--- src/ordr_config.svh ---
`ifndef ORDR_CONFIG_SVH
`define ORDR_CONFIG_SVH

// number of reads that can be outstanding at once
`define ORDR_DEPTH 16

// slot index, must cover ORDR_DEPTH exactly
`define ORDR_IDX_W 4

// dram address fields
`define ORDR_CH_W 4
`define ORDR_BK_W 4
`define ORDR_ROW_W 14
`define ORDR_COL_W 6

// full address as stored per slot, ordered {ch, bk, row, col}
`define ORDR_ADDR_W (`ORDR_CH_W + `ORDR_BK_W + `ORDR_ROW_W + `ORDR_COL_W)

// read response payload
`define ORDR_DATA_W 32

// occupancy count, one bit wider than the index so a full store is visible
`define ORDR_CNT_W (`ORDR_IDX_W + 1)

`endif
--- src/ordr_pkg.sv ---
`default_nettype none

package ordr_pkg;

  // opcode carried by an incoming read request
  typedef enum logic [1:0] {
    REQ_READ     = 2'd0,
    REQ_READ_SBK = 2'd1,
    REQ_READ_MAC = 2'd2,
    REQ_READ_AF  = 2'd3
  } req_type_e;

  // class kept with each slot, selects the output port on release
  typedef enum logic [1:0] {
    DRAM_RD    = 2'd0,
    DRAMSBK_RD = 2'd1,
    MACREG_RD  = 2'd2,
    AFREG_RD   = 2'd3
  } rd_type_e;

  // one to one mapping from request opcode to read class
  function automatic rd_type_e to_rd_type(input req_type_e req);
    case (req)
      REQ_READ:     return DRAM_RD;
      REQ_READ_SBK: return DRAMSBK_RD;
      REQ_READ_MAC: return MACREG_RD;
      REQ_READ_AF:  return AFREG_RD;
      default:      return DRAM_RD;
    endcase
  endfunction

endpackage

`default_nettype wire

--- src/ordr_top.sv ---
`timescale 1ns/1ps
`default_nettype none

`include "ordr_config.svh"

module ordr_top
  import ordr_pkg::*;
(
  input  wire logic                    clk,
  input  wire logic                    rst,
  // read requests from the packet generator
  input  wire logic                    i_req_valid,
  output logic                         o_req_rdy,
  input  req_type_e                    i_req_type,
  input  wire logic [`ORDR_CH_W-1:0]   i_req_ch,
  input  wire logic [`ORDR_BK_W-1:0]   i_req_bk,
  input  wire logic [`ORDR_ROW_W-1:0]  i_req_row,
  input  wire logic [`ORDR_COL_W-1:0]  i_req_col,
  // out of order read responses
  input  wire logic                    i_resp_valid,
  input  wire logic [`ORDR_CH_W-1:0]   i_resp_ch,
  input  wire logic [`ORDR_BK_W-1:0]   i_resp_bk,
  input  wire logic [`ORDR_ROW_W-1:0]  i_resp_row,
  input  wire logic [`ORDR_COL_W-1:0]  i_resp_col,
  input  wire logic [`ORDR_DATA_W-1:0] i_resp_data,
  // axi bridge
  output logic                         o_axi_valid,
  input  wire logic                    i_axi_rdy,
  output logic [`ORDR_DATA_W-1:0]      o_axi_data,
  // back to the packet generator
  output logic                         o_pgen_valid,
  input  wire logic                    i_pgen_rdy,
  output logic [`ORDR_DATA_W-1:0]      o_pgen_data,
  output rd_type_e                     o_pgen_rd_type,
  output logic                         o_unmatched
);

  logic [`ORDR_DEPTH*`ORDR_ADDR_W-1:0] tags;
  rd_type_e [`ORDR_DEPTH-1:0]          types;
  logic [`ORDR_DEPTH-1:0]              pending;
  logic [`ORDR_DEPTH-1:0]              filled;
  logic [`ORDR_IDX_W-1:0]              oldest_idx;
  logic                                match_valid;
  logic [`ORDR_IDX_W-1:0]              match_idx;
  logic [`ORDR_DATA_W-1:0]             match_data;
  logic                                pop;

  ordr_tag_store u_tag_store (
    .clk          (clk),
    .rst          (rst),
    .i_req_valid  (i_req_valid),
    .o_req_rdy    (o_req_rdy),
    .i_req_type   (i_req_type),
    .i_req_ch     (i_req_ch),
    .i_req_bk     (i_req_bk),
    .i_req_row    (i_req_row),
    .i_req_col    (i_req_col),
    .i_pop        (pop),
    .o_tags       (tags),
    .o_types      (types),
    .o_pending    (pending),
    .o_oldest_idx (oldest_idx)
  );

  ordr_resp_match u_resp_match (
    .clk           (clk),
    .rst           (rst),
    .i_resp_valid  (i_resp_valid),
    .i_resp_ch     (i_resp_ch),
    .i_resp_bk     (i_resp_bk),
    .i_resp_row    (i_resp_row),
    .i_resp_col    (i_resp_col),
    .i_resp_data   (i_resp_data),
    .i_tags        (tags),
    .i_pending     (pending),
    .i_filled      (filled),
    .i_oldest_idx  (oldest_idx),
    .o_match_valid (match_valid),
    .o_match_idx   (match_idx),
    .o_match_data  (match_data),
    .o_unmatched   (o_unmatched)
  );

  ordr_release u_release (
    .clk            (clk),
    .rst            (rst),
    .i_match_valid  (match_valid),
    .i_match_idx    (match_idx),
    .i_match_data   (match_data),
    .i_types        (types),
    .i_oldest_idx   (oldest_idx),
    .o_filled       (filled),
    .o_pop          (pop),
    .o_axi_valid    (o_axi_valid),
    .i_axi_rdy      (i_axi_rdy),
    .o_axi_data     (o_axi_data),
    .o_pgen_valid   (o_pgen_valid),
    .i_pgen_rdy     (i_pgen_rdy),
    .o_pgen_data    (o_pgen_data),
    .o_pgen_rd_type (o_pgen_rd_type)
  );

endmodule

`default_nettype wire

--- src/ordr_release.sv ---
`timescale 1ns/1ps
`default_nettype none

`include "ordr_config.svh"

module ordr_release
  import ordr_pkg::*;
(
  input  wire logic                                  clk,
  input  wire logic                                  rst,
  // match result
  input  wire logic                                  i_match_valid,
  input  wire logic [`ORDR_IDX_W-1:0]                i_match_idx,
  input  wire logic [`ORDR_DATA_W-1:0]               i_match_data,
  // slot state from the tag store
  input  rd_type_e [`ORDR_DEPTH-1:0]                 i_types,
  input  wire logic [`ORDR_IDX_W-1:0]                i_oldest_idx,
  output logic [`ORDR_DEPTH-1:0]                     o_filled,
  output logic                                       o_pop,
  // axi bridge port
  output logic                                       o_axi_valid,
  input  wire logic                                  i_axi_rdy,
  output logic [`ORDR_DATA_W-1:0]                    o_axi_data,
  // packet generator return port
  output logic                                       o_pgen_valid,
  input  wire logic                                  i_pgen_rdy,
  output logic [`ORDR_DATA_W-1:0]                    o_pgen_data,
  output rd_type_e                                   o_pgen_rd_type
);

  logic [`ORDR_DATA_W-1:0]   data_mem [`ORDR_DEPTH];
  logic [`ORDR_DEPTH-1:0]    filled_q;
  logic                      fill_valid_q;
  logic [`ORDR_IDX_W-1:0]    fill_idx_q;
  logic                      out_valid_q;
  logic                      out_axi_q;
  logic [`ORDR_DATA_W-1:0]   out_data_q;
  rd_type_e                  out_type_q;
  logic                      load;
  logic [`ORDR_IDX_W-1:0]    next_idx;

  // handshake on whichever port currently holds the oldest entry
  assign o_pop = (o_axi_valid && i_axi_rdy) || (o_pgen_valid && i_pgen_rdy);

  // output stage reloads when empty or when its entry leaves
  assign load     = !out_valid_q || o_pop;
  assign next_idx = o_pop ? i_oldest_idx + 1'b1 : i_oldest_idx;

  always_ff @(posedge clk or posedge rst) begin
    if (rst) begin
      filled_q     <= '0;
      fill_valid_q <= 1'b0;
      out_valid_q  <= 1'b0;
      out_axi_q    <= 1'b0;
    end else begin
      fill_valid_q <= i_match_valid;
      // filled flag trails the data write by one cycle
      if (fill_valid_q) begin
        filled_q[fill_idx_q] <= 1'b1;
      end
      if (o_pop) begin
        filled_q[i_oldest_idx] <= 1'b0;
      end
      if (load) begin
        out_valid_q <= filled_q[next_idx];
        out_axi_q   <= (i_types[next_idx] == DRAM_RD);
      end
    end
  end

  // payload side
  always_ff @(posedge clk) begin
    if (i_match_valid) begin
      data_mem[i_match_idx] <= i_match_data;
    end
    fill_idx_q <= i_match_idx;
    if (load) begin
      out_data_q <= data_mem[next_idx];
      out_type_q <= i_types[next_idx];
    end
  end

  assign o_filled       = filled_q;
  assign o_axi_valid    = out_valid_q && out_axi_q;
  assign o_axi_data     = out_data_q;
  assign o_pgen_valid   = out_valid_q && !out_axi_q;
  assign o_pgen_data    = out_data_q;
  assign o_pgen_rd_type = out_type_q;

  // matcher must never pick a slot that is filled or whose fill is in flight
  a_no_double_fill: assert property (
    @(posedge clk) disable iff (rst)
    i_match_valid |-> (!filled_q[i_match_idx] &&
                       !(fill_valid_q && fill_idx_q == i_match_idx))
  ) else $error("match into filled slot %0d", i_match_idx);

endmodule

`default_nettype wire

--- src/ordr_resp_match.sv ---
`timescale 1ns/1ps
`default_nettype none

`include "ordr_config.svh"

module ordr_resp_match
  import ordr_pkg::*;
(
  input  wire logic                                  clk,
  input  wire logic                                  rst,
  // response channel, always accepted
  input  wire logic                                  i_resp_valid,
  input  wire logic [`ORDR_CH_W-1:0]                 i_resp_ch,
  input  wire logic [`ORDR_BK_W-1:0]                 i_resp_bk,
  input  wire logic [`ORDR_ROW_W-1:0]                i_resp_row,
  input  wire logic [`ORDR_COL_W-1:0]                i_resp_col,
  input  wire logic [`ORDR_DATA_W-1:0]               i_resp_data,
  // slot state
  input  wire logic [`ORDR_DEPTH*`ORDR_ADDR_W-1:0]   i_tags,
  input  wire logic [`ORDR_DEPTH-1:0]                i_pending,
  input  wire logic [`ORDR_DEPTH-1:0]                i_filled,
  input  wire logic [`ORDR_IDX_W-1:0]                i_oldest_idx,
  // match result towards release
  output logic                                       o_match_valid,
  output logic [`ORDR_IDX_W-1:0]                     o_match_idx,
  output logic [`ORDR_DATA_W-1:0]                    o_match_data,
  output logic                                       o_unmatched
);

  logic                          resp_valid_q;
  logic [`ORDR_ADDR_W-1:0]       resp_addr_q;
  logic [`ORDR_DATA_W-1:0]       resp_data_q;
  logic                          last_valid_q;
  logic [`ORDR_IDX_W-1:0]        last_idx_q;
  logic [`ORDR_DEPTH-1:0]        cand;
  logic                          hit;
  logic [`ORDR_IDX_W-1:0]        hit_idx;

  // single response stage
  always_ff @(posedge clk or posedge rst) begin
    if (rst) begin
      resp_valid_q <= 1'b0;
      last_valid_q <= 1'b0;
    end else begin
      resp_valid_q <= i_resp_valid;
      last_valid_q <= o_match_valid;
    end
  end

  always_ff @(posedge clk) begin
    resp_addr_q <= {i_resp_ch, i_resp_bk, i_resp_row, i_resp_col};
    resp_data_q <= i_resp_data;
    last_idx_q  <= hit_idx;
  end

  // slots that could take this response
  // the slot matched one cycle ago is not yet flagged filled, so skip it
  always_comb begin
    for (int i = 0; i < `ORDR_DEPTH; i++) begin
      cand[i] = i_pending[i] && !i_filled[i] &&
                (i_tags[i*`ORDR_ADDR_W +: `ORDR_ADDR_W] == resp_addr_q) &&
                !(last_valid_q && last_idx_q == `ORDR_IDX_W'(i));
    end
  end

  // first candidate scanning upward from the oldest slot, with wrap
  always_comb begin
    logic [`ORDR_IDX_W-1:0] scan_idx;
    hit     = 1'b0;
    hit_idx = '0;
    for (int k = 0; k < `ORDR_DEPTH; k++) begin
      scan_idx = i_oldest_idx + `ORDR_IDX_W'(k);
      if (!hit && cand[scan_idx]) begin
        hit     = 1'b1;
        hit_idx = scan_idx;
      end
    end
  end

  assign o_match_valid = resp_valid_q && hit;
  assign o_match_idx   = hit_idx;
  assign o_match_data  = resp_data_q;
  // no owner for this response, it gets dropped
  assign o_unmatched   = resp_valid_q && !hit;

endmodule

`default_nettype wire

--- src/ordr_tag_store.sv ---
`timescale 1ns/1ps
`default_nettype none

`include "ordr_config.svh"

module ordr_tag_store
  import ordr_pkg::*;
(
  input  wire logic                                  clk,
  input  wire logic                                  rst,
  // request channel
  input  wire logic                                  i_req_valid,
  output logic                                       o_req_rdy,
  input  req_type_e                                  i_req_type,
  input  wire logic [`ORDR_CH_W-1:0]                 i_req_ch,
  input  wire logic [`ORDR_BK_W-1:0]                 i_req_bk,
  input  wire logic [`ORDR_ROW_W-1:0]                i_req_row,
  input  wire logic [`ORDR_COL_W-1:0]                i_req_col,
  // oldest entry has left
  input  wire logic                                  i_pop,
  // slot state towards matcher and release
  output logic [`ORDR_DEPTH*`ORDR_ADDR_W-1:0]        o_tags,
  output rd_type_e [`ORDR_DEPTH-1:0]                 o_types,
  output logic [`ORDR_DEPTH-1:0]                     o_pending,
  output logic [`ORDR_IDX_W-1:0]                     o_oldest_idx
);

  logic [`ORDR_IDX_W-1:0]             empty_ptr;
  logic [`ORDR_IDX_W-1:0]             oldest_ptr;
  logic [`ORDR_CNT_W-1:0]             count;
  logic [`ORDR_DEPTH-1:0]             pending_q;
  logic [`ORDR_DEPTH*`ORDR_ADDR_W-1:0] tags_q;
  rd_type_e [`ORDR_DEPTH-1:0]          types_q;
  logic                                push;

  // room left as long as not every slot is taken
  assign o_req_rdy = (count < `ORDR_DEPTH);
  assign push      = i_req_valid && o_req_rdy;

  // pointers, occupancy and per slot pending bits
  always_ff @(posedge clk or posedge rst) begin
    if (rst) begin
      empty_ptr  <= '0;
      oldest_ptr <= '0;
      count      <= '0;
      pending_q  <= '0;
    end else begin
      if (push) begin
        empty_ptr            <= empty_ptr + 1'b1;
        pending_q[empty_ptr] <= 1'b1;
      end
      if (i_pop) begin
        oldest_ptr            <= oldest_ptr + 1'b1;
        pending_q[oldest_ptr] <= 1'b0;
      end
      case ({push, i_pop})
        2'b10:   count <= count + 1'b1;
        2'b01:   count <= count - 1'b1;
        default: count <= count;
      endcase
    end
  end

  // tag and class payload written at the empty slot
  always_ff @(posedge clk) begin
    if (push) begin
      tags_q[empty_ptr*`ORDR_ADDR_W +: `ORDR_ADDR_W] <= {i_req_ch, i_req_bk,
                                                        i_req_row, i_req_col};
      types_q[empty_ptr] <= to_rd_type(i_req_type);
    end
  end

  assign o_tags       = tags_q;
  assign o_types      = types_q;
  assign o_pending    = pending_q;
  assign o_oldest_idx = oldest_ptr;

  // the slot under the empty pointer must really be free when written
  // a set pending bit there means the pointers have drifted apart
  a_push_free_slot: assert property (
    @(posedge clk) disable iff (rst)
    push |-> !pending_q[empty_ptr]
  ) else $error("push into occupied slot %0d", empty_ptr);

  // release may only pop a live entry at the oldest position
  a_pop_not_empty: assert property (
    @(posedge clk) disable iff (rst)
    i_pop |-> (count != '0 && pending_q[oldest_ptr])
  ) else $error("pop with empty store");

endmodule

`default_nettype wire

--- config.mk ---
export PLATFORM = sky130hd
export DESIGN_NAME = ordr_top
export DESIGN_NICKNAME = d
export VERILOG_FILES = /design/src/ordr_pkg.sv /design/src/ordr_top.sv /design/src/ordr_release.sv /design/src/ordr_resp_match.sv /design/src/ordr_tag_store.sv
export VERILOG_INCLUDE_DIRS = /design/src
export SDC_FILE = /design/constraint.sdc
export NUM_CORES = 2
export LEC_CHECK = 0
export ABC_AREA = 0
export BUFFER_PORTS_ARGS = -buffer_cell sky130_fd_sc_hd__buf_2
export CORE_UTILIZATION = 35
export DETAILED_ROUTE_END_ITERATION = 16
export PLACE_DENSITY = 0.47
export SLEW_MARGIN = 20
export SYNTH_ARGS = -nofsm -noshare
export SYNTH_HDL_FRONTEND = slang
export SYNTH_SLANG_ARGS = --single-unit
--- constraint.sdc ---
create_clock -name clk -period 9.7 [get_ports clk]
set_clock_uncertainty 0.2 [all_clocks]
set_input_delay 0.485 -clock clk [delete_from_list [all_inputs] [get_ports clk]]
set_output_delay 0.485 -clock clk [all_outputs]
set_load 0.01 [all_outputs]
==> impl_metrics.toml <==
[synth]
yosysWarnings = 0
synth_simple_gate_area_frac = 0.175
synth_xor_area_frac = 0.0769
synth_top_area_cell = "edfxtp_1"
synth.top_cell.area_share = 0.558
async_flop_share = 0.0430
synth.area.top_cells = "edfxtp_1 56%, nand2_1 5.5%, xnor2_1 5.5%"
synthTopCellsByCount = "1026 x edfxtp_1, 807 x nand2_1, 685 x nor2_1"
yosys.cell_count.top_type = "edfxtp_1"
yosys.area_share.adder = 0.00929
ys_seq_area_frac = 0.603
ys.flop_type = "edfxtp_1"
synth_mux_area_frac = 0.0320
ys_types = 95
syn_area_per_cell_sq_um = 11.3
synth_edf_count = 1026
syn_nets = 5019
synth-seq-cells = 1139
synth_top_family_by_area = "simple AND/OR/NAND/NOR gates"
synth_cells = 4885
synth_area_sq_mm = 0.0552
synth_compound_area_frac = 0.0685

[placement]
dpl.hpwl_mm = 168
placed_area_sq_mm = 0.0586
gp_congestion = 1.03
buffer_ports.inserted = 165

[hold_path]
hold_start = "i_req_ch[0]"
hold_path.class = "in2reg"

[timing]
fmax_mhz = 127
worst_pin_slew_ps = 1300
layout_min_cycle_time_ps = 7880
hold_viol = 0
relSlewSlack = 0.111
final-setup-viol-count = 0
rsz0062_at_grt = "false"
whs_ps = 45.7
drv_slew = 0
fin_tns_setup_ps = 0
fin_crit_sh = 0.812

[setup_path]
crit_arrival_ps = 8150
timing.rr.start = "u_resp_match.resp_addr_q[9]$_DFF_P_"
path_class = "reg2reg"
cp_data_required_time_ps = 9980
path_max_fanout = 17
worstSetupEndpointType = "register"
startpoint = "u_resp_match.resp_addr_q[9]$_DFF_P_"
cp-start-kind = "register"

[clock_tree]
clk_latency_ps = 810
cts_sinks = 1139
h-tree-depth = 4
cts_root_buffer = "clkbuf_16"
cts_tree = "yes"
ctsResizeCount = 0
numCtsBuffers = 134
path_clk_slew_ps = 60
cts_buffer_depth = 3

[grt]
grt_pass1_wl_mm = 325
grt_antenna_before_repair = 16
grt_max_degree = 164
grt_pass1_vias = 40200
grt_overflow = 0
track_usage = 0.294

[final_layout]
area_growth_pct = 15.8
regArea_sq_mm = 0.0333
fill_cells = 15100
final_nets = 5216
multi_input_area_sq_mm = 0.0204
post-route-util = 0.409
drive_gt1_frac = 0.135
design_area_sq_mm = 0.0639

[drt]
vias = 41700
vias_per_cell = 5.75
firstDrtPassIters = 6
drt_iter0_markers = 4999
drcViolationCount = 0
ant_nets = 0
drt-total-wl_mm = 237
wl_per_cell_um = 32.7

[floorplanning]
initial_core_util = 0.353
coreArea_sq_mm = 0.156
die_h_um = 399
die_x_um = 399
die_area_sq_mm = 0.159
ioPinCount = 166
fp-row-count = 145

[outcome]
status = "finished clean"

[run]
maxCapViolations = 0
path summary, 6_finish.rpt:
kind,endpoint,slack [ps],cells after the start
setup / recovery,u_release.data_mem[11][25]$_DFFE_PP_,1820,16
max in group asynchronous,u_tag_store.o_oldest_idx[0]$_DFF_PP0_,8470,4
min in group asynchronous,u_tag_store.count[4]$_DFFE_PP0P_,220,4
hold reg to reg,u_tag_store.count[3]$_DFFE_PP0P_,290,2
setup reg to reg,u_release.data_mem[11][25]$_DFFE_PP_,1820,16
hold / removal,u_tag_store.o_tags[24]$_DFFE_PP_,50,3
routing by layer:
layer  vias to the layer above  share of wire  wire length, um  global-route usage
met2                      2156           0.46           109000               0.470
met4                         8          0.077            18300               0.193
met5                         -        0.00030               71                   0
met3                       628          0.075            17900              0.0531
li1                      18000              -                -                   -
met1                     21000           0.39            91500               0.364
worst max-delay path, cell delays in order, from the launching register on:
cell and delay (ps):
dfxtp_1 740, buf_4 450, xor2_1 130, nor4_1 1080, and3_1 390, nand3_1 270
mux2_2 440, mux2i_1 300, mux4_2 410, a21boi_0 330, nor3_1 100, o311ai_0 400
a2111oi_1 200, o41ai_2 680, nand3_1 460, nor2b_4 680, buf_12 250
what timing repair did:
item	in CTS	in global routing
hold buffers	72	0
buffers inserted	0	0
hold endpoints to repair	150	0
final cells by class:
cell class,instances,share of cell area
well taps,2058,0.0403
multi-input cells,3363,0.319
repair buffers,404,0.0446
clock buffers,164,0.0556
diodes,3,0.000117
clock inverters,83,0.0171
inverters,40,0.00252
flip-flops and latches,1139,0.521
cell families after synthesis:
logic type / after synthesis
mux: 113
compound gates: 590
simple gates: 2137
xor+xnor: 485
buf+inv: 383
flops: 1139
fa+ha+maj: 38
registers in the layout, summed over array words and instances (netlist names), 5 cells and up:
| signal | count |
|---|---|
| u_resp_match.resp_addr_q | 28 |
| u_tag_store.o_pending | 16 |
| u_release.o_filled | 16 |
| u_tag_store.o_tags | 448 |
| u_resp_match.o_match_data | 32 |
| u_release.o_axi_data | 32 |
| u_tag_store.o_types | 32 |
| u_release.data_mem | 512 |
| u_tag_store.count | 5 |
layout by cell type (no fill, tap or decap), types with 18 or more instances in the layout:
master and count:
o21ai_0 86, buf_2 165, inv_1 33, dfrtp_1 47, nand3_1 65, a31oi_1 181
and2_1 20, edfxtp_1 1026, mux4_2 47, ha_1 33, buf_4 163, clkbuf_1 21
xnor2_1 336, nand2_1 805, nand2b_1 23, nor2_1 676, a22oi_1 29, and3_1 173
clkinv_2 18, dlygate4sd3_1 72, mux2i_1 46, a21oi_1 114, dfxtp_1 62, o22ai_1 39
nor4_1 57, nor3_1 52, clkbuf_16 134, nand4_1 139, xor2_1 138, clkinv_1 25
metrics by stage:
stage	cells	setup WS [ps]
floorplan	4885	2010
global placement	6932	1870
detailed placement	6932	2030
CTS	7251	1960
global route	7251	1520
finish	7254	1820
Power is left out: the tool's default activity adds up to more than one toggle a clock period on the data nets, which glitch-free logic cannot reach.
